### src/design/rv_isa_pkg.sv
package rv_isa_pkg;

    localparam int INSN_WIDTH = 32;
    localparam int REG_INDEX_WIDTH = 5;

    // Instruction field widths.
    localparam int OPCODE_WIDTH = 7;
    localparam int FUNCT3_WIDTH = 3;
    localparam int FUNCT7_WIDTH = 7;

    // Major opcodes in bits 6:0 of the instruction.
    localparam logic [OPCODE_WIDTH-1:0] OPC_BRANCH  = 7'b1100011;
    localparam logic [OPCODE_WIDTH-1:0] OPC_ALU_IMM = 7'b0010011;
    localparam logic [OPCODE_WIDTH-1:0] OPC_ALU_REG = 7'b0110011;
    localparam logic [OPCODE_WIDTH-1:0] OPC_JAL     = 7'b1101111;
    localparam logic [OPCODE_WIDTH-1:0] OPC_JALR    = 7'b1100111;
    localparam logic [OPCODE_WIDTH-1:0] OPC_LUI     = 7'b0110111;
    localparam logic [OPCODE_WIDTH-1:0] OPC_AUIPC   = 7'b0010111;
    localparam logic [OPCODE_WIDTH-1:0] OPC_LOAD    = 7'b0000011;
    localparam logic [OPCODE_WIDTH-1:0] OPC_STORE   = 7'b0100011;
    localparam logic [OPCODE_WIDTH-1:0] OPC_SYSTEM  = 7'b1110011;

    // One class per major opcode.
    typedef enum logic [3:0] {
        branch,
        alu_imm,
        alu_reg,
        jal,
        jalr,
        lui,
        auipc,
        load,
        store,
        system,
        invalid
    } opcode_class_e;

endpackage

### src/design/mem_pkg.sv
package mem_pkg;

    // Data path word.
    localparam int WORD_WIDTH = 32;

    // Word address into each 64K-word RAM.
    localparam int RAM_ADDRESS_WIDTH = 16;

    // Integer register file.
    localparam int REG_COUNT = 32;

endpackage

### src/design/register_file.sv
`timescale 1ns/1ps

module register_file (
    input  logic                                   clock,
    input  logic                                   rst,
    input  logic                                   write,
    input  logic [rv_isa_pkg::REG_INDEX_WIDTH-1:0] write_address,
    input  logic [mem_pkg::WORD_WIDTH-1:0]         write_data,
    input  logic [rv_isa_pkg::REG_INDEX_WIDTH-1:0] read1_address,
    output logic [mem_pkg::WORD_WIDTH-1:0]         read1_data,
    input  logic [rv_isa_pkg::REG_INDEX_WIDTH-1:0] read2_address,
    output logic [mem_pkg::WORD_WIDTH-1:0]         read2_data
);

    logic [mem_pkg::WORD_WIDTH-1:0] regs [0:mem_pkg::REG_COUNT-1];

    always_ff @(posedge clock) begin
        if (rst) begin
            for (int i = 0; i < mem_pkg::REG_COUNT; i++) begin
                regs[i] <= '0;
            end
        end else if (write && write_address != '0) begin
            regs[write_address] <= write_data;
        end
    end

    // x0 reads as zero on both ports.
    always_ff @(posedge clock) begin
        read1_data <= (read1_address == '0) ? '0 : regs[read1_address];
        read2_data <= (read2_address == '0) ? '0 : regs[read2_address];
    end

    assert property (@(posedge clock) disable iff (rst)
        write && write_address == '0 |=> regs[0] == '0);

endmodule

### config.mk
export PLATFORM = sky130hd
export DESIGN_NAME = register_file
export DESIGN_NICKNAME = d
export VERILOG_FILES = /design/src/design/rv_isa_pkg.sv /design/src/design/mem_pkg.sv /design/src/design/register_file.sv
export SDC_FILE = /design/constraint.sdc
export NUM_CORES = 2
export LEC_CHECK = 0
export ABC_AREA = 0
export BUFFER_PORTS_ARGS = -buffer_cell sky130_fd_sc_hd__buf_2
export CORE_UTILIZATION = 43
export CTS_CLUSTER_DIAMETER = 50
export DETAILED_ROUTE_END_ITERATION = 16
export HOLD_SLACK_MARGIN = 0.15
export MAX_ROUTING_LAYER = met4
export PLACE_DENSITY_LB_ADDON = 0.05
export SYNTH_ARGS = -nofsm -noshare
export SYNTH_HDL_FRONTEND = slang
export SYNTH_SLANG_ARGS = --single-unit
### constraint.sdc
create_clock -name clock -period 3.25 [get_ports clock]
set_input_delay 0.975 -clock clock [delete_from_list [all_inputs] [get_ports clock]]
set_output_delay 0.975 -clock clock [all_outputs]
set_load 0.05 [all_outputs]
=== Word-level counts from Yosys, hierarchy flattened ===
Memories as Yosys holds them, arrays and structs flattened. A register that Yosys moved wholly into a read port is not among the register bits.
Index checks and enable logic that the tools add are counted.

* Bits in registers: 0
* Bits in writable memories: 1,024
* Bits of input ports: 50
* Output and inout port bits: 64
* Word-level logic and storage cells: 14
* Memories kept: 1

* Muxes and demuxes: 8
* Reductions and logical operators: 5

{| class="wikitable"
|+ Memories
! name !! depth !! bits a word !! read ports !! clocked after memory_dff !! write ports !! RTL line !! RTL
|-
| regs || 32 || 32 || 2 || 2 || 32 || register_file.sv:15 || <nowiki>logic [mem_pkg::WORD_WIDTH-1:0] regs [0:mem_pkg::REG_COUNT-1];</nowiki>
|}

{| class="wikitable"
|+ Operators by type and width
! cell !! count
|-
| 2-to-1 mux 32 bit || 1
|-
| OR reduction 32 bit || 1
|-
| logical NOT 5 bit || 2
|-
| 2-to-1 mux 1 bit || 6
|-
| 2-to-1 mux 5 bit || 1
|-
| nonzero test 5 bit || 1
|-
| logical AND 1 bit || 1
|}

=== Longest topological paths before layout ===
* Word-level depth: 7
* Gate-level depth with buffers: 9
* Mapped depth without buffers: 4

=== Worst setup path after synthesis ===
Ideal clock, no wire load.

* Path kind: input to register
* Start point: in read2_address[1] in the netlist's numbering
* End point: reg read2_data[10] in the netlist's numbering, read port of regs
* Setup time: 0.122 ns
* Arrival time: 2.538 ns
* Data required time: 3.128 ns
* Setup slack: 0.590 ns
* Cell stages on the path: 7
* Path buffers: 4
* Cells stage by stage: buf_2 -> buf_4 -> buf_4 -> buf_2 -> mux4_2 -> a211oi_1 -> nor4_1

* Longest elaborated chain between the ends: 1

{| class="wikitable"
|+ Ends and longest elaborated chain
! element !! RTL line !! RTL
|-
| start, declared || register_file.sv:11 || <nowiki>input logic [rv_isa_pkg::REG_INDEX_WIDTH-1:0] read2_address,</nowiki>
|-
| logical NOT 5 bit || register_file.sv:30 || <nowiki>read2_data <= (read2_address == '0) ? '0 : regs[read2_address];</nowiki>
|-
| end, declared || register_file.sv:12 || <nowiki>output logic [mem_pkg::WORD_WIDTH-1:0] read2_data</nowiki>
|}

Several ways; a longest one is shown, not always the timed one.

=== Worst setup path after layout ===
* Start point: reg read1_data[26] in the netlist's numbering, read port of regs
* End point: out read1_data[26] in the netlist's numbering

{| class="wikitable"
|+ RTL lines
! element !! RTL line !! RTL
|-
| start, declared || register_file.sv:10 || <nowiki>output logic [mem_pkg::WORD_WIDTH-1:0] read1_data,</nowiki>
|}

No word-level cell between the ends.

==> parameters.txt <==
Parameter                              Value

Clock tree
  Setup Fix Bufs, Post-CTS    0
  Number of CTS-inserted buffers    147
  Maximum clock insertion buffer count    3
  # resized after CTS    0
  CTS sink count    1,088
  Count of hold buffers inserted by post-cts repair    0
  CTS clock-pin slew for the worst setup and hold paths    approximately 0.060 ns
  Clock tree root driver cell    sky130_fd_sc_hd__clkbuf_16
  Clk Latency, worst-skew pair    ~0.80 ns
  CTS tree    done
  H-tree Lvls    4

Drt
  Total wire length after detailed routing    216,000 um
  Count of vias placed by the detailed router    roughly 37,000
  Residual antenna-violating net count after detailed routing    0
  Number of detailed-route iterations in the first pass    6
  Vias per cell    6.39
  Residual DRC count    0
  Number of violations reported at the end of detailed-routing iteration 0    around 5,500
  Detail-routed net length per standard cell    37.6 um

Floorplanning
  Number of rows created at floorplan    131
  Width of the die    ~360 um
  Top-Level Pins    114
  Initial Util    between 40% and 50%
  Placeable core area    128,000 um2
  Die Footprint    131,000 um2
  Die boundary height    362 um

Synthesis
  Post-synth cell types    47
  Count of yosys warnings during synthesis    0
  Library cell occupying the most area in the post-synthesis netlist    sky130_fd_sc_hd__edfxtp_1
  Cell with the most instances after synthesis    sky130_fd_sc_hd__edfxtp_1
  Fraction of synthesized cell area taken by the top area cell type    55.3%
  Sequential cell area fraction in the yosys report    57.6%
  Flop and latch count out of synthesis    1,088
  Flip-flop cell with the highest count after synthesis    sky130_fd_sc_hd__edfxtp_1
  Synth area leaders    sky130_fd_sc_hd__edfxtp_1 55%, sky130_fd_sc_hd__mux4_2 18%, sky130_fd_sc_hd__and2_1 11%
  Most used standard cells in the synthesized netlist    1,024 x sky130_fd_sc_hd__edfxtp_1, 1,001 x sky130_fd_sc_hd__and2_1, 435 x sky130_fd_sc_hd__mux4_2
  FFs w/ async S/R, synth    0%
  Count of flip-flops with a built-in enable after synthesis    1,024
  Synth Instances    3,635
  Cell area after technology mapping    55,600 um2
  Average size of a mapped cell    approximately 15 um2

Critical path
  Largest incremental delay on the critical path    0.59 ns
  Critical Path End Type    output pin
  Critical path arrival    between 1.5 and 2 ns
  Cell type group with the largest total delay on the critical path    flip-flops
  Buffer and inverter count on the worst path    1
  Cell with the largest stage delay on the worst path    sky130_fd_sc_hd__dfxtp_1
  Worst Path Required    2.27 ns
  Crit start category    flip-flop
  Class of the most critical setup path    reg2out
  Worst-path fanout max    1
  CP cell instances    buf_2

GRT
  Pin count of the biggest net entering global routing    64
  GRT Util Overall    34.1%
  Remaining global-route overflow    0
  Initial antenna violation count    36
  Vias in the first global route    37,100
  Global-route wire length before repair    around 300,000 um

Min path
  Worst min-delay path category    in2reg

Timing
  Number of pins exceeding their max-slew limit in the final report    0
  Final hold vios    0
  Transition time at the pin with the least slew margin    0.954 ns
  Final sum of negative setup slack    0 ns
  Maximum clock frequency    0.369 GHz
  Worst-case clock skew    0.0211 ns
  Setup repair after global routing missed its margin    no
  Setup violation total in the final timing report    0
  Worst hold slack    0.732 ns
  Worst slew margin relative to its limit    35.8%
  Part of the cycle the worst path needs    between 80 and 90%
  Minimum clock period    2.71 ns

Placement
  RD Place Congestion    0.889
  Total cell area at the placement stage    60,500 um2
  Post-DP HPWL    ~140,000 um
  Buffers on Ports    113

Layout
  Total Nets Final    3,916
  Proportion of layout cells with a drive suffix above 1    31.4%
  Synthesis-to-layout area growth    17.8%
  Final cell area excluding filler cells    between 60,000 and 70,000 um2
  Fraction of the core area covered by cells at the end of the flow    51.2%

Outcome
  Outcome    finished, final reports clean

Flow run
  Number of maximum-capacitance violations    0

Pwr
  Power density cells    576 nW/um2
  Tot Pwr    37,800 uW
  Max IR drop VDD    roughly 0.58 mV
  P_leak    0.0232 uW
==> cell families (layout without fill, tap and decap cells) <==
family | Yosys count | after routing | share of synthesized area [%]
mux | 669 | 669 | 22.0
compound gates | 293 | 293 | 3.97
simple gates | 1197 | 1197 | 13.3
other cells | 1 | 53 | 0.00674
buf+inv | 387 | 711 | 3.20
flops | 1088 | 1088 | 57.6
==> flip-flops by register name, summed over array words and instances (netlist names) <==
| name | cells |
|---|---|
| regs | 1024 |
| read1_data | 32 |
| read2_data | 32 |
==> where the power goes <==
part | switching [uW] | total [uW] | internal, uW | leakage, uW
logic | 2680 | 4510 | 1830 | 0.0105
registers | 564 | 16800 | 16200 | 0.0103
clock network | 6490 | 16500 | 10000 | 0.00243
total | 9740 | 37800 | 28000 | 0.0232
==> worst paths after layout <==
kind                          from        endpoint  slack [ns]  cells after the start
setup reg to reg      regs[11][26]  read1_data[26]        1.09                      4
hold reg to reg       regs[22][14]  read1_data[14]        0.80                      4
hold / removal    read1_address[3]  read1_data[10]        0.73                      3
setup / recovery    read1_data[26]  read1_data[26]        0.54                      1
==> cells in the final DEF (no fill, tap or decap), drive strengths merged, types with 17 or more instances in the layout <==
cell type	netlist	routed
o22ai	96	96
mux2i	168	168
a22o	44	44
mux4	435	435
clkbuf	278	186
inv	1	17
a2111oi	52	52
nor2	37	37
a211oi	33	33
clkinv	1	48
edfxtp	1024	1024
or2	33	33
nor4	33	33
and2	1001	1001
conb	1	32
a22oi	26	26
mux2	66	66
nor2b	45	45
nor3	22	22
diode	0	21
dfxtp	64	64
buf	107	436
==> routing by layer <==
| layer | vias to the layer above | global-route usage, % | wire (um) |
|---|---|---|---|
| li1 | 14600 | - | - |
| met1 | 19300 | 44.2 | 84900 |
| met2 | 2334 | 52.1 | 101000 |
| met3 | 479 | 7.23 | 20900 |
| met4 | 0 | 14.3 | 9250 |
| met5 | - | - | 0 |
==> metrics by stage <==
stage / worst slack [ns] / instances
final: 0.541 / 5740
after global routing: 0.531 / 5732
after CTS: 0.504 / 5719
after detailed placement: -0.128 / 5446
after global placement: -0.173 / 5446
after floorplan: 0.590 / 3666
==> final cells by class <==
class | count | area (um2)
Multi-Input combinational cell | 2191 | 22200
Clock inverter | 87 | 976
Tap cell | 1729 | 2160
Fill cell | 10600 | 62500
Sequential cell | 1088 | 32000
Antenna cell | 21 | 52.6
Inverter | 2 | 7.51
Clock buffer | 186 | 4010
Timing Repair Buffer | 436 | 4090
(Power assumes the default switching activity.)
