[src/design/rv_isa_pkg.sv]
package rv_isa_pkg;

    localparam int INSN_WIDTH = 32;
    localparam int REG_INDEX_WIDTH = 5;

    // Instruction field widths.
    localparam int OPCODE_WIDTH = 7;
    localparam int FUNCT3_WIDTH = 3;
    localparam int FUNCT7_WIDTH = 7;

    // Major opcodes in bits 6:0 of the instruction.
    localparam logic [OPCODE_WIDTH-1:0] OPC_BRANCH  = 7'b1100011;
    localparam logic [OPCODE_WIDTH-1:0] OPC_ALU_IMM = 7'b0010011;
    localparam logic [OPCODE_WIDTH-1:0] OPC_ALU_REG = 7'b0110011;
    localparam logic [OPCODE_WIDTH-1:0] OPC_JAL     = 7'b1101111;
    localparam logic [OPCODE_WIDTH-1:0] OPC_JALR    = 7'b1100111;
    localparam logic [OPCODE_WIDTH-1:0] OPC_LUI     = 7'b0110111;
    localparam logic [OPCODE_WIDTH-1:0] OPC_AUIPC   = 7'b0010111;
    localparam logic [OPCODE_WIDTH-1:0] OPC_LOAD    = 7'b0000011;
    localparam logic [OPCODE_WIDTH-1:0] OPC_STORE   = 7'b0100011;
    localparam logic [OPCODE_WIDTH-1:0] OPC_SYSTEM  = 7'b1110011;

    // One class per major opcode.
    typedef enum logic [3:0] {
        branch,
        alu_imm,
        alu_reg,
        jal,
        jalr,
        lui,
        auipc,
        load,
        store,
        system,
        invalid
    } opcode_class_e;

endpackage

[src/design/mem_pkg.sv]
package mem_pkg;

    // Data path word.
    localparam int WORD_WIDTH = 32;

    // Word address into each 64K-word RAM.
    localparam int RAM_ADDRESS_WIDTH = 16;

    // Integer register file.
    localparam int REG_COUNT = 32;

endpackage

[src/design/bringup_sequencer.sv]
`timescale 1ns/1ps

module bringup_sequencer (
    input  logic                                   clock,
    input  logic                                   rst,
    output logic                                   led,
    output logic [rv_isa_pkg::REG_INDEX_WIDTH-1:0] read_address,
    input  logic [mem_pkg::WORD_WIDTH-1:0]         read_data,
    output logic                                   write,
    output logic [rv_isa_pkg::REG_INDEX_WIDTH-1:0] write_address,
    output logic [mem_pkg::WORD_WIDTH-1:0]         write_data
);

    typedef enum logic [1:0] {
        read_req,
        read_wait,
        write_req,
        write_wait
    } state_e;

    state_e state;
    logic [2:0] heartbeat;

    always_ff @(posedge clock) begin
        if (rst) begin
            state <= read_req;
            write <= 1'b0;
            heartbeat <= '0;
        end else begin
            heartbeat <= heartbeat + 3'd1;
            write <= (state == write_req);
            case (state)
                read_req:   state <= read_wait;
                read_wait:  state <= write_req;
                write_req:  state <= write_wait;
                write_wait: state <= read_req;
                default:    state <= read_req;
            endcase
        end
    end

    // Read data for x1 is valid in write_req.
    always_ff @(posedge clock) begin
        if (state == read_req) begin
            read_address <= rv_isa_pkg::REG_INDEX_WIDTH'(1);
        end
        if (state == write_req) begin
            write_address <= rv_isa_pkg::REG_INDEX_WIDTH'(1);
            write_data <= read_data + mem_pkg::WORD_WIDTH'(1);
        end
    end

    assign led = heartbeat[2];

    assert property (@(posedge clock) disable iff (rst) write == (state == write_wait));

endmodule

[config.mk]
export PLATFORM = sky130hd
export DESIGN_NAME = bringup_sequencer
export DESIGN_NICKNAME = d
export VERILOG_FILES = /design/src/design/rv_isa_pkg.sv /design/src/design/mem_pkg.sv /design/src/design/bringup_sequencer.sv
export SDC_FILE = /design/constraint.sdc
export NUM_CORES = 1
export LEC_CHECK = 0
export BUFFER_PORTS_ARGS = -buffer_cell sky130_fd_sc_hd__clkbuf_2
export CAP_MARGIN = 20
export CORE_UTILIZATION = 46
export CTS_CLUSTER_DIAMETER = 50
export DETAILED_ROUTE_END_ITERATION = 8
export PLACE_DENSITY = 0.76
export SLEW_MARGIN = 20
export SYNTH_ARGS = -nofsm -noshare
export SYNTH_HDL_FRONTEND = slang
export SYNTH_SLANG_ARGS = --single-unit
[constraint.sdc]
create_clock -name clock -period 4.6 [get_ports clock]
set_clock_uncertainty 0.1 [all_clocks]
set_input_delay 0.23 -clock clock [delete_from_list [all_inputs] [get_ports clock]]
set_output_delay 0.23 -clock clock [all_outputs]
set_load 0.02 [all_outputs]
* Yosys cells after proc, flatten, opt, wreduce, memory -nomap -nowiden *
Index checks and enable logic that the tools add are counted.
W data, S select, Z words.

word-level totals
  bits in registers = 38
  input bits = 34
  logic and storage cells = 11

cells by class
  add/sub/neg operators = 2
  equality and inequality tests = 3
  mux-type cells = 1
  reduce and logical (&&, ||, !) cells = 1

operators by type and width
  cell                     count
  $add A32 B1 Y32 const B  1
  $pmux W2 S4              1
  $eq A2 B2 Y1 const B     2
  $add A3 B1 Y3 const B    1
  $eq A2 B1 Y1 const B     1
  $logic_not A2 Y1         1

* Longest topological paths before layout *
Gate-level depths: netlist (run 1).

  depth after elaboration = 2
  mapped depth = 6
  depth with buffers taken out = 5

* Worst setup path before layout (run 1) *
OpenSTA, ideal clock, no wires.

  kind = flip-flop to flip-flop
  start = register state[0]
  end = register write_data[0] (netlist name) (enable)
  library setup time = 0.393 ns
  arrival = 1.208 ns
  data required time = 4.107 ns
  path slack = 2.898 ns
  stages on the path, launching flop included = 3
  cells stage by stage = dfxtp_1 > inv_1 > ha_1

on the way
  cells in the longest elaborated chain, start to end = 1

ends and longest elaborated chain
  element                 RTL line                 RTL
  start, declared         bringup_sequencer.sv:21  state_e state;
  start signal, assigned  bringup_sequencer.sv:26  state <= read_req;
  start signal, assigned  bringup_sequencer.sv:33  read_req: state <= read_wait;
  start signal, assigned  bringup_sequencer.sv:34  read_wait: state <= write_req;
  $eq A2 B2 Y1            bringup_sequencer.sv:47  if (state == write_req) begin
  end signal, assigned    bringup_sequencer.sv:49  write_data <= read_data + mem_pkg::WORD_WIDTH'(1);
  end, declared           bringup_sequencer.sv:11  output logic [mem_pkg::WORD_WIDTH-1:0] write_data

Every way passes these cells.
A chain may end at the register's enable or synchronous reset.

* Final worst setup path (run 1) *
  start = register state[0]
  end = register write_data[11] (netlist name) (enable)

Same word-level chain as after synthesis.

==> run_results.csv, run 1 <==
group,metric,value,unit
status,status,"complete, no violations",
setup_path,worstPathArrival,1.56,ns
timing,maxSlewHeadroom,62.8,%
power_and_ir_drop,p_per_area,399,nW/um2
drt,post_drt_wl_per_cell,12.7,um
drt,drc,0,
timing,min_period,1.69,ns
flow_run,drv_cap,0,
place,port_buffers,67,
logic_synthesis,yosys_warnings,0,
finish,multi_input_area,785,um2
logic_synthesis,synth-async-reset-ratio,0,%
drt,drt-vias-per-instance,4.83,
clock_tree,insertion_delay,0.29,ns
timing,finalHoldViolCount,0,
power_and_ir_drop,leakage,1.03,nW
setup_path,crit_type,"flop to flop",
clock_tree,htreeDepth,2,
clock_tree,cts_buffers,5,
clock_tree,clk_path_buf_depth,2,
floorplan,rows,23,
timing,rsz0062_at_grt,"false",
logic_synthesis,syn_avg_cell_area,12.3,um2
logic_synthesis,synth_seq_cells,38,
grt,grt_max_degree,24,
logic_synthesis,synthTopCellsByArea,"edfxtp_1 49%, xnor2_1 7.2%, xor2_1 6.7%",
finish,diodes,0,
floorplan,io_pins,78,
clock_tree,clock_sinks,38,
setup_path,path_buf_inv,2,
logic_synthesis,ys_types,27,
place,hpwlAfterDp,2730,um
setup_path,cp.required,4.47,ns
clock_tree,clock-root-buffer,"clkbuf_8",
logic_synthesis,synth_most_common_cell,"edfxtp_1",
floorplan,initial_core_util,48.3,%
floorplan,die_h,67.2,um
setup_path,cp_cell_sequence,"inv_1, ha_1, buf_4",
place,placed_area,2300,um2
drt,first_pass_iters,4,
place,dp_slack,2.64,ns
logic_synthesis,ys.flop_type,"edfxtp_1",
clock_tree,clk_pin_slew,0.07,ns
clock_tree,cts_tree,"done",
finish,finalNetCount,267,
logic_synthesis,netlist_area,1960,um2
timing,period_share,36.7,%
logic_synthesis,synth_compound_area_share,0,%
setup_path,critPathMaxStageDelay,0.50,ns
clock_tree,cts_setup_buffers,0,
floorplan,core_area,4060,um2
logic_synthesis,synthXorXnorAreaFrac,13.9,%
drt,final_antenna_net_count,0,
logic_synthesis,yosys.area_share.adder,2.56,%
logic_synthesis,synth_edf_count,32,
setup_path,slowest_stage,"ha_1",
grt,grt_first_pass_wirelength,5670,um
finish,num-fill-cells,335,
grt,grt.total_usage,17.7,%
logic_synthesis,ys_seq_area_share,55.2,%
grt,grt.overflow.total,0,
drt,dr_total_vias,1352,
drt,first_iter_violations,111,
logic_synthesis,synth_common_cells,"32 x edfxtp_1, 16 x xnor2_1, 15 x nand2_1, 15 x xor2_1, 11 x nor2_1",
hold_path,min_path_type,"input pin to flop",
setup_path,worstSetupStartpointType,"flop",
floorplan,die_w,67.2,um
place,place.gp.congestion,0.798,
setup_path,critPathCaptureType,"flop",
clock_tree,hold_buffers,0,
floorplan,die-area,4520,um2
finish,syn2layout_area_growth,24.1,%
drt,routed_wl,3560,um
power_and_ir_drop,irDropWorstVdd,0.218,mV
timing,finalSetupViolations,0,
logic_synthesis,synth_top_cell_area_share,49.1,%
logic_synthesis,synth_top_family_by_area,"simple AND/OR/NAND/NOR gates",
timing,fmax,0.593,GHz
timing,setup_ws,2.91,ns
logic_synthesis,synth_area_leader_cell,"edfxtp_1",
clock_tree,cts_resized,0,
finish,drive_gt1_share,37.4,%
timing,report.final.slew_viol_count,0,
logic_synthesis,muxShareOfSynthArea,0,%
grt,antenna_found_initial,0,
setup_path,path_max_fanout,23,
timing,tightest_slew,0.555,ns
power_and_ir_drop,p_total,0.970,mW
finish,seq_area,1080,um2
setup_path,crit_family,"adder cells",
timing,fin_tns_setup,0,ns
finish,fin_area,2430,um2
grt,grt_pass1_vias,1243,
logic_synthesis,synth_cells,159,
logic_synthesis,synth-simple-area-share,21.7,%
cells in the final DEF (no fill, tap or decap), types with 7 or more instances in the layout:
| cell | n |
|---|---|
| conb_1 | 10 |
| nand2_1 | 15 |
| xor2_1 | 15 |
| nor2_1 | 11 |
| xnor2_1 | 16 |
| edfxtp_1 | 32 |
| inv_1 | 7 |
| clkbuf_2 | 67 |
cell families after synthesis:
kind of cell             after synthesis
buffers and inverters                 20
flip-flops                            38
other                                  2
adder cells (fa/ha/maj)                4
XOR/XNOR                              31
AND/OR/NAND/NOR                       64
power by group:
part | internal, mW | leakage [nW] | switching [mW]
Sequential | 0.444 | 0.344 | 0.0137
Clock | 0.188 | 0.0678 | 0.120
Combinational | 0.0629 | 0.614 | 0.142
stage by stage:
stage          hold WS [ns]  cells  util, %
2_1_floorplan         0.197    167        -
3_5_place_dp          0.312    272     56.6
5_1_grt              0.0805    280     59.9
3_3_place_gp          0.313    272     56.6
4_1_cts              0.0606    280     59.9
6_report             0.0648    280     59.9
layout make-up:
type | instances | share of cell area [%]
flip-flops and latches | 38 | 44.5
repair buffers | 68 | 14.1
inverters | 7 | 1.08
clock buffers | 8 | 5.46
multi-input cells | 109 | 32.3
well taps | 50 | 2.57
worst reg2reg max path: cells and delay by family, from the launching register on:
family / cells / cell delay, ns
adder cells (fa/ha/maj): 1 / 0.50
buffers and inverters: 2 / 0.46
flip-flops: 1 / 0.30
sequential cells by signal, summed over array words and instances (netlist names):
name        count
write_data     32
write           1
state           2
heartbeat       3
routing by layer:
layer / GRT usage, % / routed length, um / share of wire (%)
met5: 0 / 0 / 0
met1: 20.8 / 1460 / 41
met2: 29.4 / 1770 / 50
met4: 9.04 / 66 / 1.9
met3: 4.73 / 262 / 7.4
path summary, 6_finish.rpt:
kind,slack [ns],end,depth (start not counted),startpoint
worst min register to register,0.33,heartbeat[0],1,heartbeat[0]
worst min-delay path,0.06,heartbeat[0],2,rst
worst max-delay path,2.91,write_data[11],3,state[0]
worst max register to register,2.91,write_data[11],3,state[0]
Power figures use the tool's default switching activity.
==> run 2: changes to the inputs <==
Clock period 4.6 ns to 1.65 ns, I/O delays scaled along.
==> run 2 against run 1 <==
Compared with the run above:
- first-iteration DRC count decreased by 23%
- sequential cell count stayed put
- sequential power rose to 2.8 times the previous value
- critical path depth rose by 3
- clock-buffer cell count down 2
- global-route usage fell by 0.24 points
- die area is the same
- final area increased by 0.36%
- via count grew 1.6%
- power rose to 2.6 times the previous value
- hold slack got worse by 0.056 ns
- register-to-register slack lost 2.5 ns
- critical endpoint is now write_data[20]
- largest cell class unchanged
- highest routed layer unchanged
==> run_results.csv, run 2 (same netlist as run 1, synthesis figures left out) <==
group,metric,value,unit
status,status,"complete, no violations",
power_and_ir_drop,leakage,1.02,nW
power_and_ir_drop,irDropWorstVdd,0.559,mV
timing,finalSetupViolations,0,
floorplan,rows,23,
grt,antenna_found_initial,0,
grt,grt_max_degree,35,
hold_path,min_path_type,"input pin to flop",
place,place.gp.congestion,0.774,
setup_path,worstSetupStartpointType,"input pin",
place,hpwlAfterDp,2730,um
finish,largest_reg_flops,32,
clock_tree,cts_setup_buffers,0,
floorplan,die-area,4520,um2
grt,grt_first_pass_wirelength,5710,um
finish,seq_area,1080,um2
clock_tree,clk_path_buf_depth,2,
floorplan,die_w,67.2,um
setup_path,crit_family,"simple AND/OR/NAND/NOR gates",
setup_path,slowest_stage,"or2_1",
timing,min_period,1.37,ns
floorplan,io_pins,78,
finish,layout_common_cells,"67 x clkbuf_2, 32 x edfxtp_1, 16 x xnor2_1, 15 x nand2_1, 15 x xor2_1",
finish,diodes,0,
timing,fin_tns_setup,0,ns
timing,rsz0062_at_grt,"false",
clock_tree,cts_resized,0,
finish,drive_gt1_share,37.0,%
drt,dr_total_vias,1374,
setup_path,worstSetupPathDepth,6,
finish,finalNetCount,272,
clock_tree,clock_sinks,38,
setup_path,path_buf_inv,1,
setup_path,path_max_fanout,8,
setup_path,cp.required,1.57,ns
timing,fmax,0.729,GHz
drt,post_drt_wl_per_cell,12.7,um
clock_tree,htreeDepth,2,
power_and_ir_drop,p_total,2.48,mW
drt,final_antenna_net_count,0,
drt,drc,0,
place,port_buffers,67,
clock_tree,clock-root-buffer,"clkbuf_8",
setup_path,cp-endpoint,"write_data[20]",
drt,first_pass_iters,4,
timing,report.final.slew_viol_count,0,
finish,syn2layout_area_growth,24.5,%
drt,routed_wl,3620,um
floorplan,die_h,67.2,um
timing,finalHoldViolCount,0,
setup_path,timing.rr.start,"state[0]",
setup_path,worstPathArrival,1.30,ns
clock_tree,cts_tree,"done",
setup_path,reg2reg_slack,0.46,ns
drt,drt-vias-per-instance,4.82,
finish,multi_input_area,787,um2
clock_tree,cts_buffers,5,
grt,grt.total_usage,17.4,%
flow_run,drv_cap,0,
clock_tree,insertion_delay,0.29,ns
grt,grt.overflow.total,0,
power_and_ir_drop,p_per_area,1010,nW/um2
setup_path,reg2reg_depth,3,
clock_tree,clk_pin_slew,0.07,ns
floorplan,initial_core_util,48.3,%
setup_path,critPathCaptureType,"flop",
setup_path,crit_type,"input pin to flop",
setup_path,r2r_end,"write_data[19]",
grt,grt_pass1_vias,1347,
setup_path,crit_path_start,"read_data[0]",
floorplan,core_area,4060,um2
finish,regMostFlops,"write_data",
finish,largestRegisters,"write_data: 32 flops, heartbeat: 3 flops, state: 2 flops",
setup_path,critPathMaxStageDelay,0.38,ns
finish,num-fill-cells,342,
timing,period_share,83.2,%
setup_path,cp_cell_sequence,"clkbuf_2, ha_1, nand3_1, or2_1, nor3_1, xor2_1",
finish,final_common_cell,"clkbuf_2",
drt,first_iter_violations,86,
==> run 2: cell count changes in the layout (fill, tap and decap cells not counted), sizes merged <==
| cell | delta |
|---|---|
| dlygate4sd3 | +3 |
| buf | +2 |
| clkinv | +2 |
| clkbuf | -2 |
==> run 2: stage by stage <==
step	setup WS [ns]	util (%)	hold WS (ns)	cell area (um2)	instances
after floorplan	0.222	-	0.0492	1990	167
after global placement	0.0668	57.4	0.227	2330	274
after detailed placement	0.00358	57.4	0.229	2330	274
after CTS	0.259	60.1	0.00130	2440	285
after global routing	0.148	60.1	0.0183	2440	285
final	0.277	60.1	0.00841	2440	285
==> run 2: area by class of cell <==
| cell class | count | share of cell area (%) |
|---|---|---|
| repair buffers | 73 | 16.4 |
| clock inverters | 2 | 0.359 |
| flip-flops and latches | 38 | 44.3 |
| clock buffers | 6 | 2.98 |
| inverters | 7 | 1.08 |
| multi-input cells | 109 | 32.3 |
| well taps | 50 | 2.57 |
==> run 2: how the worst min path moves through the flow <==
stage / from / end / slack [ns] / depth (start not counted)
5_1_grt: read_data[24] / write_data[24] / 0.02 / 2
3_3_place_gp: rst / heartbeat[0] / 0.23 / 2
2_1_floorplan: rst / heartbeat[0] / 0.05 / 1
6_report: read_data[18] / write_data[18] / 0.008 / 2
4_1_cts: read_data[18] / write_data[18] / 0.001 / 2
3_5_place_dp: rst / heartbeat[0] / 0.23 / 2
==> run 2: power by group <==
group	total, mW	switching [mW]	internal, mW
Clock	0.604	0.314	0.290
Combinational	0.593	0.395	0.197
Sequential	1.28	0.0422	1.24
Total	2.48	0.751	1.72
==> run 2: what timing repair did <==
action | CTS | global route
endpoints found under the setup margin | 0 | 0
hold buffers | 3 | 0
endpoints found under the hold margin | 8 | 0
==> run 2: worst register-to-register path, cell delays in order (launching register included) <==
cell and delay (ns):
dfxtp_1 0.30, inv_1 0.07, ha_2 0.20, buf_12 0.21
==> run 2: routing by layer <==
metal	GRT usage (%)	share of wire (%)
met3	5.41	6.5
met5	0	0
met1	19.4	41
met4	9.57	2.5
met2	29.5	50
