===== config.mk =====
export PLATFORM = sky130hd
export DESIGN_NAME = rv_decode
export DESIGN_NICKNAME = d
export VERILOG_FILES = /design/src/design/rv_isa_pkg.sv /design/src/design/rv_decode.sv
export SDC_FILE = /design/constraint.sdc
export NUM_CORES = 1
export LEC_CHECK = 0
export CELL_PAD_IN_SITES_DETAIL_PLACEMENT = 1
export CELL_PAD_IN_SITES_GLOBAL_PLACEMENT = 1
export CORE_ASPECT_RATIO = 0.6
export CORE_MARGIN = 1.5
export CORE_UTILIZATION = 33
export CTS_CLUSTER_DIAMETER = 150
export DETAILED_ROUTE_END_ITERATION = 6
export DONT_BUFFER_PORTS = 1
export PLACE_DENSITY = 0.62
export SYNTH_ARGS = -nofsm -noshare
export SYNTH_HDL_FRONTEND = slang
export SYNTH_SLANG_ARGS = --single-unit

===== constraint.sdc =====
create_clock -name clock -period 5.5 [get_ports clock]
set_input_delay 0.55 -clock clock [delete_from_list [all_inputs] [get_ports clock]]
set_output_delay 0.55 -clock clock [all_outputs]
set_load 0.01 [all_outputs]

===== src/design/rv_isa_pkg.sv =====
package rv_isa_pkg;

    localparam int INSN_WIDTH = 32;
    localparam int REG_INDEX_WIDTH = 5;

    // Instruction field widths.
    localparam int OPCODE_WIDTH = 7;
    localparam int FUNCT3_WIDTH = 3;
    localparam int FUNCT7_WIDTH = 7;

    // Major opcodes in bits 6:0 of the instruction.
    localparam logic [OPCODE_WIDTH-1:0] OPC_BRANCH  = 7'b1100011;
    localparam logic [OPCODE_WIDTH-1:0] OPC_ALU_IMM = 7'b0010011;
    localparam logic [OPCODE_WIDTH-1:0] OPC_ALU_REG = 7'b0110011;
    localparam logic [OPCODE_WIDTH-1:0] OPC_JAL     = 7'b1101111;
    localparam logic [OPCODE_WIDTH-1:0] OPC_JALR    = 7'b1100111;
    localparam logic [OPCODE_WIDTH-1:0] OPC_LUI     = 7'b0110111;
    localparam logic [OPCODE_WIDTH-1:0] OPC_AUIPC   = 7'b0010111;
    localparam logic [OPCODE_WIDTH-1:0] OPC_LOAD    = 7'b0000011;
    localparam logic [OPCODE_WIDTH-1:0] OPC_STORE   = 7'b0100011;
    localparam logic [OPCODE_WIDTH-1:0] OPC_SYSTEM  = 7'b1110011;

    // One class per major opcode.
    typedef enum logic [3:0] {
        branch,
        alu_imm,
        alu_reg,
        jal,
        jalr,
        lui,
        auipc,
        load,
        store,
        system,
        invalid
    } opcode_class_e;

endpackage


===== src/design/rv_decode.sv =====
`timescale 1ns/1ps

module rv_decode (
    input  logic                                  clock,
    input  logic [rv_isa_pkg::INSN_WIDTH-1:0]     insn,
    output rv_isa_pkg::opcode_class_e             opcode_class,
    output logic [rv_isa_pkg::REG_INDEX_WIDTH-1:0] rs1,
    output logic [rv_isa_pkg::REG_INDEX_WIDTH-1:0] rs2,
    output logic [rv_isa_pkg::REG_INDEX_WIDTH-1:0] rd,
    output logic [rv_isa_pkg::FUNCT3_WIDTH-1:0]   funct3,
    output logic [rv_isa_pkg::FUNCT7_WIDTH-1:0]   funct7,
    output logic [rv_isa_pkg::REG_INDEX_WIDTH-1:0] shamt,
    output logic [rv_isa_pkg::INSN_WIDTH-1:0]     imm_alu_load,
    output logic [rv_isa_pkg::INSN_WIDTH-1:0]     imm_store,
    output logic [rv_isa_pkg::INSN_WIDTH-1:0]     imm_branch,
    output logic [rv_isa_pkg::INSN_WIDTH-1:0]     imm_upper,
    output logic [rv_isa_pkg::INSN_WIDTH-1:0]     imm_jump
);

    rv_isa_pkg::opcode_class_e next_class;
    logic [rv_isa_pkg::OPCODE_WIDTH-1:0] opcode;

    assign opcode = insn[rv_isa_pkg::OPCODE_WIDTH-1:0];

    always_comb begin
        case (opcode)
            rv_isa_pkg::OPC_BRANCH:  next_class = rv_isa_pkg::branch;
            rv_isa_pkg::OPC_ALU_IMM: next_class = rv_isa_pkg::alu_imm;
            rv_isa_pkg::OPC_ALU_REG: next_class = rv_isa_pkg::alu_reg;
            rv_isa_pkg::OPC_JAL:     next_class = rv_isa_pkg::jal;
            rv_isa_pkg::OPC_JALR:    next_class = rv_isa_pkg::jalr;
            rv_isa_pkg::OPC_LUI:     next_class = rv_isa_pkg::lui;
            rv_isa_pkg::OPC_AUIPC:   next_class = rv_isa_pkg::auipc;
            rv_isa_pkg::OPC_LOAD:    next_class = rv_isa_pkg::load;
            rv_isa_pkg::OPC_STORE:   next_class = rv_isa_pkg::store;
            rv_isa_pkg::OPC_SYSTEM:  next_class = rv_isa_pkg::system;
            default:                 next_class = rv_isa_pkg::invalid;
        endcase
    end

    // Every field is decoded for every word regardless of format.
    always_ff @(posedge clock) begin
        opcode_class <= next_class;
        rd <= insn[11:7];
        funct3 <= insn[14:12];
        rs1 <= insn[19:15];
        rs2 <= insn[24:20];
        shamt <= insn[24:20];
        funct7 <= insn[31:25];

        imm_alu_load <= {{20{insn[31]}}, insn[31:20]};
        imm_store <= {{20{insn[31]}}, insn[31:25], insn[11:7]};
        // Branch and jump offsets have bit 0 clear.
        imm_branch <= {{19{insn[31]}}, insn[31], insn[7], insn[30:25], insn[11:8], 1'b0};
        imm_upper <= {insn[31:12], 12'b0};
        imm_jump <= {{11{insn[31]}}, insn[31], insn[19:12], insn[20], insn[30:21], 1'b0};
    end

    // A known word always decodes to a known class.
    assert property (@(posedge clock) !$isunknown(insn) |=> !$isunknown(opcode_class));

endmodule


# ---- Word-level counts from Yosys, hierarchy flattened
# Cells that the tools add are included.
dict set report word_totals {
  output_inout_bits 194
  word_cells 22
  register_bits 105
}
dict set report op_classes {
  muxes 1
  eq_ne 10
}
# operator n
set ops {}
lappend ops {{case mux 4 bit (10 select lines)} 1}
lappend ops {{== test 7 bit, second input constant} 4}
lappend ops {{== test 7 x 6 -> 1 bit, second input constant} 3}
lappend ops {{== test 7 x 5 -> 1 bit, second input constant} 2}
lappend ops {{== test 7 x 2 -> 1 bit, second input constant} 1}

# ---- Longest topological paths before layout
# Gate-level depths: netlist of run 1.
dict set report logic_depth {
  ltp_word 2
  ltp_mapped 4
  mapped_depth_nobuf 3
}

# ---- Worst setup path after synthesis of run 1
# No wires, ideal clock.
dict set report synth_timing {
  path_type {register -> output}
  startpoint {reg, netlist name imm_jump[20]}
  endpoint {out imm_alu_load[11] (netlist bit)}
  n_path_buf 1
  arrival_time_ns 1.855
  t_required_ns 4.950
  path_stages_with_launch 2
  path_slack_ns 3.095
  cell_sequence {dfxtp_1 -> buf_4}
}
# element line_no
set synth_lines {}
lappend synth_lines {{end: declaration} rv_decode.sv:13} ;# output logic [rv_isa_pkg::INSN_WIDTH-1:0] imm_alu_load,

==> results of run 1 <==
==> per-stage QoR <==
step / setup WS [ns] / cells / hold WS [ns]
after floorplan: 3.09 / 235 / 0.578
after global placement: 3.60 / 148 / 0.578
after detailed placement: 3.60 / 148 / 0.578
after CTS: 3.29 / 156 / 0.285
after global routing: 3.21 / 156 / 0.273
final: 3.31 / 156 / 0.301
==> path summary, 6_finish.rpt <==
check / end / depth (start not counted) / slack [ns] / startpoint
worst max-delay path: imm_alu_load[21] / 1 / 3.31 / imm_jump[20]
worst min-delay path: imm_store[10] / 0 / 0.30 / insn[30]
==> power by group through the flow <==
stage	sequential [W]	clock, W	combinational [W]
6_report	0.000262	0.000163	0.0000293
5_1_grt	0.000265	0.000190	0.0000321
4_1_cts	0.000262	0.000175	0.0000295
3_5_place_dp	0.000267	0	0.0000294
3_3_place_gp	0.000267	0	0.0000287
2_1_floorplan	0.000245	0	0.000135
==> cell families (layout without fill, tap and decap cells) <==
family | count (synthesis) | count (layout) | share of synthesized area [%]
AO/OA/AOI/OAI | 7 | 7 | 2.61
XOR/XNOR | 2 | 2 | 0.870
buffers and inverters | 170 | 11 | 63.2
flip-flops | 29 | 29 | 28.8
other | 1 | 14 | 0.186
AND/OR/NAND/NOR | 13 | 13 | 4.29
==> cell usage in the layout, fill, tap and decap left out, drive strengths merged, types with 2 or more instances in the layout <==
cell,count
clkinv,2
clkbuf,6
nor2,3
inv,2
dfxtp,29
conb,14
nor4,2
xor2,2
==> final cells by class <==
type | instances | area (um2)
Inverter | 2 | 7.51
Multi-Input combinational cell | 36 | 209
Fill cell | 684 | 4720
Clock buffer | 6 | 72.6
Sequential cell | 29 | 584
Tap cell | 80 | 100
Timing Repair Buffer | 1 | 27.5
Clock inverter | 2 | 10.0
==> routing by layer <==
metal  routed length (um)  track usage (%)
met1                  833             7.73
met2                 1250             10.9
met3                  387             5.49
met4                   21             3.99
met5                    0                0
==> registers in the layout, summed over array words and instances (netlist names) <==
name / flops
funct3: 2
rs1: 4
opcode_class: 4
imm_jump: 3
imm_store: 11
imm_alu_load: 5
==> flow_metrics.env, run 1 <==
export IMPL_power_frac_comb_pct=6.4
export IMPL_synth_cells=222
export IMPL_antenna_left=0
export IMPL_ys_top_cells_by_count="165 x buf_4, 29 x dfxtp_1, 3 x nor2_1"
export IMPL_vias=547
export IMPL_hold_violations=0
export IMPL_antenna_found_initial=0
export IMPL_drt_wl_total_um=2490
export IMPL_post_cts_resize_count=0
export IMPL_cts_buffers=5
export IMPL_synthFlopType="dfxtp_1"
export IMPL_final_area_mm2=0.00101
export IMPL_ir_drop_uv=92.1
export IMPL_worstSetupStartpointType="register"
export IMPL_synth_top_cell_area_share_pct=61.5
export IMPL_synth_top_cell_by_area="buf_4"
export IMPL_hold_buffers=0
export IMPL_fmax_ghz=0.457
export IMPL_p_sw_w=0.000140
export IMPL_cp_required_ns=4.95
export IMPL_drv_cap=0
export IMPL_clockPowerShare_pct=35.9
export IMPL_start_util_pct=35.2
export IMPL_tightest_slew_ns=0.689
export IMPL_worst_endpoint_arrival_ns=1.64
export IMPL_final_core_util_pct=17.6
export IMPL_coreArea_mm2=0.00573
export IMPL_yosys_warnings=0
export IMPL_dp_hpwl_um=1930
export IMPL_cts_sinks=29
export IMPL_tritoncts="built"
export IMPL_period_needed_ns=2.19
export IMPL_num_rows=21
export IMPL_die_w_um=104
export IMPL_grt_first_pass_wirelength_um=3520
export IMPL_gp_congestion=0.630
export IMPL_p_seq_share_pct=57.6
export IMPL_postCtsSetupBuffers=0
export IMPL_p_total_w=0.000454
export IMPL_synth_edf_count=0
export IMPL_worstSetupEndpointType="primary output"
export IMPL_avgSynthCellArea_um2=9.07
export IMPL_htree_levels=2
export IMPL_fin_nets=108
export IMPL_grt_overflow_total=0
export IMPL_grt_max_degree=54
export IMPL_hp_class="input pin to register"
export IMPL_port_buffer_count=0
export IMPL_wl_per_cell_um=15.9
export IMPL_cp_slowest_stage_delay_ns=0.81
export IMPL_drt_iter0_markers=7
export IMPL_intPower_w=0.000314
export IMPL_slowest_stage="dfxtp_4"
export IMPL_syn_to_final_growth_pct=-49.8
export IMPL_synth_area_top_cells="buf_4 61%, dfxtp_1 29%, buf_6 1.1%"
export IMPL_min_period_over_period_pct=39.8
export IMPL_drv_slew=0
export IMPL_leakage_nw=0.401
export IMPL_placed_area_um2=928
export IMPL_vias_per_cell=3.51
export IMPL_rsz0062_at_grt="false"
export IMPL_crit_fanout=53
export IMPL_synth_most_common_cell="buf_4"
export IMPL_ios=227
export IMPL_final_setup_tns_ns=0
export IMPL_drcViolationCount=0
export IMPL_track_usage_pct=7.41
export IMPL_ys_seq_elements=29
export IMPL_netlist_area_mm2=0.00201
export IMPL_path_clk_slew_ns=0.06
export IMPL_ys_types=24
export IMPL_dr_pass1_iters=2
export IMPL_cellPowerDensity_mw_per_mm2=449
export IMPL_path_delay_family="flip-flops"
export IMPL_cts_buffer_depth=2
export IMPL_die_area_mm2=0.00660
export IMPL_relSlewSlack_pct=54.3
export IMPL_crit_chain="buf_16"
export IMPL_root_buffer="clkbuf_8"
export IMPL_cp_num_buf_inv=1
export IMPL_worstSetupPathType="register to primary output"
export IMPL_yosysSeqAreaShare_pct=28.8
export IMPL_netSwitchingFraction_pct=30.9
export IMPL_finalSetupViolCount=0
export IMPL_async_flop_share_pct=0
export IMPL_diodes=0
export IMPL_status="finished, final reports clean"
export IMPL_drive_above_1_share_pct=14.5
export IMPL_fp_dieH_um=63.5
export IMPL_grt_pass1_vias=592
Note: power is estimated with default switching activity, not from simulation.
==> run 2: changes to the inputs <==
PLACE_DENSITY = 0.65   (was 0.62)
clock period = 1.9 ns   (was 5.5 ns; I/O delays follow)
==> flow_metrics.env, run 2 (synthesized netlist as in run 1, its figures left out) <==
export IMPL_status="finished, final reports clean"
export IMPL_place_ws_ns=0.735
export IMPL_hp_class="input pin to register"
export IMPL_diodes=0
export IMPL_worstHoldPathCells=1
export IMPL_vias_per_cell=3.46
export IMPL_htree_levels=2
export IMPL_cts_buffer_depth=2
export IMPL_die_area_mm2=0.00660
export IMPL_final_common_cell="dfxtp_1"
export IMPL_leakage_nw=0.514
export IMPL_cp_num_buf_inv=1
export IMPL_gp_congestion=0.659
export IMPL_postCtsSetupBuffers=0
export IMPL_cts_sinks=29
export IMPL_ir_drop_uv=276
export IMPL_holdCritStartpoint="insn[3]"
export IMPL_antenna_left=0
export IMPL_cts_buffers=5
export IMPL_tightest_slew_ns=0.652
export IMPL_min_period_over_period_pct=73.0
export IMPL_final_cell_mix="28 x dfxtp_1, 26 x dlygate4sd3_1, 14 x conb_1"
export IMPL_power_frac_comb_pct=10.9
export IMPL_drv_slew=0
export IMPL_grt_overflow_total=0
export IMPL_regMostFlops="imm_store"
export IMPL_drive_above_1_share_pct=11.7
export IMPL_path_depth=1
export IMPL_drt_iter0_markers=9
export IMPL_syn_to_final_growth_pct=-36.5
export IMPL_cp_slowest_stage_delay_ns=0.55
export IMPL_hold_violations=0
export IMPL_intPower_w=0.000945
export IMPL_path_clk_slew_ns=0.06
export IMPL_fmax_ghz=0.721
export IMPL_worstSetupStartpointType="register"
export IMPL_hold_ws_ns=0.0563
export IMPL_coreArea_mm2=0.00573
export IMPL_fp_dieH_um=63.5
export IMPL_wl_per_cell_um=14.8
export IMPL_dr_pass1_iters=3
export IMPL_final_setup_tns_ns=0
export IMPL_largestRegisters="imm_store x11, imm_alu_load x5"
export IMPL_slowest_stage="buf_4"
export IMPL_drcViolationCount=0
export IMPL_p_seq_share_pct=54.3
export IMPL_crit_chain="buf_4"
export IMPL_largest_reg_flops=11
export IMPL_ios=227
export IMPL_die_w_um=104
export IMPL_netSwitchingFraction_pct=30.3
export IMPL_root_buffer="clkbuf_8"
export IMPL_antenna_found_initial=0
export IMPL_critPathLaunch="imm_jump[20]"
export IMPL_worstSetupEndpointType="primary output"
export IMPL_num_rows=21
export IMPL_fin_ws_ns=0.513
export IMPL_grt_max_degree=53
export IMPL_worstSetupPathType="register to primary output"
export IMPL_track_usage_pct=8.29
export IMPL_vias=634
export IMPL_port_buffer_count=0
export IMPL_finalSetupViolCount=0
export IMPL_grt_pass1_vias=700
export IMPL_multi_input_area_um2=209
export IMPL_cp_required_ns=1.71
export IMPL_clockPowerShare_pct=34.8
export IMPL_path_delay_family="buffers and inverters"
export IMPL_drv_cap=0
export IMPL_relSlewSlack_pct=56.4
export IMPL_regArea_um2=584
export IMPL_cellPowerDensity_mw_per_mm2=1060
export IMPL_fillCellCount=675
export IMPL_rsz0062_at_grt="false"
export IMPL_fin_nets=135
export IMPL_p_sw_w=0.000412
export IMPL_crit_fanout=24
export IMPL_drt_wl_total_um=2720
export IMPL_period_needed_ns=1.39
export IMPL_start_util_pct=35.2
export IMPL_dp_hpwl_um=1910
export IMPL_grt_first_pass_wirelength_um=3940
export IMPL_tritoncts="built"
export IMPL_worst_endpoint_arrival_ns=1.20
## run 2: cell types whose count changed in the layout (fill, tap and decap cells not counted), sizes merged
cell         previous run  this run
buf                     1         2
dlygate4sd3             0        26
## run 2: final cells by class
type / instances / share of cell area [%]
flip-flops and latches: 29 / 45.7
well taps: 80 / 7.83
repair buffers: 28 / 23.1
multi-input cells: 36 / 16.3
clock inverters: 2 / 0.783
inverters: 2 / 0.587
clock buffers: 6 / 5.68
## run 2: routing by layer
| metal | wire length (um) | share of wire (%) | global-route usage, % | up-vias |
|---|---|---|---|---|
| li1 | - | - | - | 269 |
| met1 | 878 | 32 | 8.07 | 316 |
| met2 | 1490 | 55 | 13.8 | 47 |
| met3 | 315 | 12 | 5.80 | 2 |
| met4 | 29 | 1.1 | 3.30 | 0 |
| met5 | 0 | 0 | 0 | - |
## run 2: path summary, 6_finish.rpt
kind	endpoint
setup / recovery	imm_alu_load[22]
hold / removal	opcode_class[1]
## run 2: power groups by stage
| stage | clock network [W] | registers, W | logic, W |
|---|---|---|---|
| floorplan | 0 | 0.000709 | 0.000385 |
| global placement | 0 | 0.000751 | 0.000104 |
| detailed placement | 0 | 0.000751 | 0.000107 |
| CTS | 0.000505 | 0.000737 | 0.000148 |
| global route | 0.000543 | 0.000745 | 0.000161 |
| finish | 0.000472 | 0.000737 | 0.000148 |
## run 2: stage by stage
stage          std cells  utilization, %  cell area, um2  total power (W)
3_3_place_gp         149            16.3             936         0.000855
2_1_floorplan        235               -            2060          0.00109
6_report             183            22.3            1280          0.00136
5_1_grt              183            22.3            1280          0.00145
4_1_cts              183            22.3            1280          0.00139
3_5_place_dp         149            16.3             936         0.000858
## run 2: what timing repair did
item,4_1_cts,5_1_grt
hold buffers,26,0
hold endpoints to repair,26,0
endpoints found under the setup margin,0,0
gates resized for setup,0,0
==> run 3: changes to the inputs <==
ABC_AREA = 1   (was unset)
PLACE_DENSITY = 0.63   (was 0.65)
clock period = 1.3 ns   (was 1.9 ns; I/O delays follow)
==> flow_metrics.env, run 3 <==
export IMPL_tritoncts="built"
export IMPL_synth_top_cell_by_area="buf_4"
export IMPL_fmax_ghz=0.797
export IMPL_vias=732
export IMPL_netSwitchingFraction_pct=31.1
export IMPL_synthFlopType="dfxtp_1"
export IMPL_start_util_pct=35.3
export IMPL_drt_wl_total_um=2610
export IMPL_hold_violations=0
export IMPL_period_needed_ns=1.25
export IMPL_synth_edf_count=0
export IMPL_crit_fanout=53
export IMPL_holdCritStartpoint="insn[2]"
export IMPL_path_delay_family="buffers and inverters"
export IMPL_cts_buffers=5
export IMPL_intPower_w=0.00139
export IMPL_ys_types=15
export IMPL_synth_most_common_cell="buf_4"
export IMPL_htree_levels=2
export IMPL_diodes=0
export IMPL_yosysSeqAreaShare_pct=28.7
export IMPL_regMostFlops="imm_store"
export IMPL_antenna_found_initial=0
export IMPL_drcViolationCount=0
export IMPL_synth_cells=240
export IMPL_power_frac_comb_pct=14.0
export IMPL_cp_num_buf_inv=1
export IMPL_final_cell_mix="28 x dfxtp_1, 25 x dlygate4sd3_1, 18 x nand2_1"
export IMPL_synth_area_top_cells="buf_4 61%, dfxtp_1 29%, nand2_1 3.3%"
export IMPL_dp_hpwl_um=1880
export IMPL_worstSetupPathType="register to primary output"
export IMPL_tightest_slew_ns=0.540
export IMPL_drv_cap=0
export IMPL_track_usage_pct=7.86
export IMPL_cellPowerDensity_mw_per_mm2=1480
export IMPL_hp_class="input pin to register"
export IMPL_wl_per_cell_um=12.4
export IMPL_num_rows=21
export IMPL_die_area_mm2=0.00661
export IMPL_netlist_area_mm2=0.00202
export IMPL_p_total_w=0.00202
export IMPL_status="finished, final reports clean"
export IMPL_grt_max_degree=54
export IMPL_clockPowerShare_pct=35.0
export IMPL_finalSetupViolCount=0
export IMPL_yosys_warnings=0
export IMPL_cts_buffer_depth=2
export IMPL_grt_overflow_total=0
export IMPL_p_sw_w=0.000630
export IMPL_slowest_stage="buf_16"
export IMPL_drv_slew=0
export IMPL_largestRegisters="imm_store x11, imm_alu_load x5"
export IMPL_worstSetupEndpointType="primary output"
export IMPL_relSlewSlack_pct=64.0
export IMPL_ys_top_cells_by_count="165 x buf_4, 29 x dfxtp_1, 18 x nand2_1"
export IMPL_drive_above_1_share_pct=17.7
export IMPL_final_core_util_pct=23.9
export IMPL_coreArea_mm2=0.00573
export IMPL_path_clk_slew_ns=0.06
export IMPL_async_flop_share_pct=0
export IMPL_synth_top_cell_area_share_pct=61.3
export IMPL_die_w_um=104
export IMPL_fp_dieH_um=63.6
export IMPL_ios=227
export IMPL_min_period_over_period_pct=96.5
export IMPL_fin_nets=162
export IMPL_avgSynthCellArea_um2=8.41
export IMPL_worst_endpoint_arrival_ns=1.12
export IMPL_worstHoldPathCells=4
export IMPL_syn_to_final_growth_pct=-32.3
export IMPL_final_common_cell="dfxtp_1"
export IMPL_port_buffer_count=0
export IMPL_root_buffer="clkbuf_8"
export IMPL_p_seq_share_pct=51.0
export IMPL_antenna_left=0
export IMPL_gp_congestion=0.673
export IMPL_rsz0062_at_grt="true"
export IMPL_worstSetupStartpointType="register"
export IMPL_drt_iter0_markers=5
export IMPL_cp_slowest_stage_delay_ns=0.44
export IMPL_fillCellCount=694
export IMPL_cts_sinks=29
export IMPL_dr_pass1_iters=2
export IMPL_grt_pass1_vias=744
export IMPL_ys_seq_elements=29
export IMPL_vias_per_cell=3.49
export IMPL_largest_reg_flops=11
export IMPL_crit_chain="buf_16"
export IMPL_leakage_nw=0.627
export IMPL_ir_drop_uv=339
export IMPL_hold_path_end="opcode_class[0]"
export IMPL_cp_required_ns=1.17
export IMPL_grt_first_pass_wirelength_um=3910
## run 3: logic make-up after synthesis
family                 Yosys count  synth area share (%)
AO/OA/AOI/OAI                    4                 0.991
buffers and inverters          173                  62.8
flip-flops                      29                  28.7
other                            1                 0.186
AND/OR/NAND/NOR                 33                  7.25
## run 3: how the worst max path moves through the flow
stage / from / endpoint / slack (ns) / depth (start not counted)
after CTS: imm_jump[20] / imm_alu_load[17] / 0.01 / 1
after global placement: imm_jump[20] / imm_alu_load[17] / 0.33 / 1
after floorplan: imm_jump[20] / imm_alu_load[11] / 0.26 / 1
final: imm_jump[20] / imm_alu_load[17] / 0.05 / 1
after global routing: imm_jump[20] / imm_store[13] / -0.005 / 1
after detailed placement: imm_jump[20] / imm_alu_load[17] / 0.33 / 1
## run 3: repair_timing
action	CTS	global route
buffers inserted	0	1
gates resized for setup	0	0
endpoints found under the setup margin	0	53
hold buffers	25	0
endpoints found under the hold margin	25	0
## run 3: layout make-up
class	count	area [um2]	share of cell area, %
flip-flops and latches	29	584	42.8
inverters	8	30.0	2.20
well taps	80	100	7.33
multi-input cells	51	219	16.0
clock inverters	2	10.0	0.733
repair buffers	34	350	25.6
clock buffers	6	72.6	5.31
## run 3: power by group through the flow
stage | clock (W) | sequential [W] | combinational [W]
6_report | 0.000709 | 0.00103 | 0.000283
5_1_grt | 0.000807 | 0.00104 | 0.000306
4_1_cts | 0.000767 | 0.00103 | 0.000280
3_5_place_dp | 0 | 0.00105 | 0.000222
3_3_place_gp | 0 | 0.00105 | 0.000221
2_1_floorplan | 0 | 0.00104 | 0.000544
## run 3: routing by layer
metal / vias up / track usage (%) / part of all wire (%)
met5: - / 0 / 0
met4: 0 / 3.65 / 1.1
met3: 2 / 4.24 / 11
met2: 49 / 12.5 / 50
met1: 362 / 8.69 / 38
li1: 319 / - / -
## run 3: stage by stage
| stage | instances | setup WS (ns) | instance area [um2] | hold slack (ns) | setup TNS [ns] |
|---|---|---|---|---|---|
| floorplan | 253 | 0.256 | 2070 | 0.158 | 0 |
| CTS | 209 | 0.0138 | 1360 | 0.132 | 0 |
| global placement | 176 | 0.332 | 1030 | 0.158 | 0 |
| detailed placement | 176 | 0.327 | 1030 | 0.158 | 0 |
| finish | 210 | 0.0457 | 1370 | 0.143 | 0 |
| global route | 210 | -0.00452 | 1370 | 0.147 | -0.0928 |
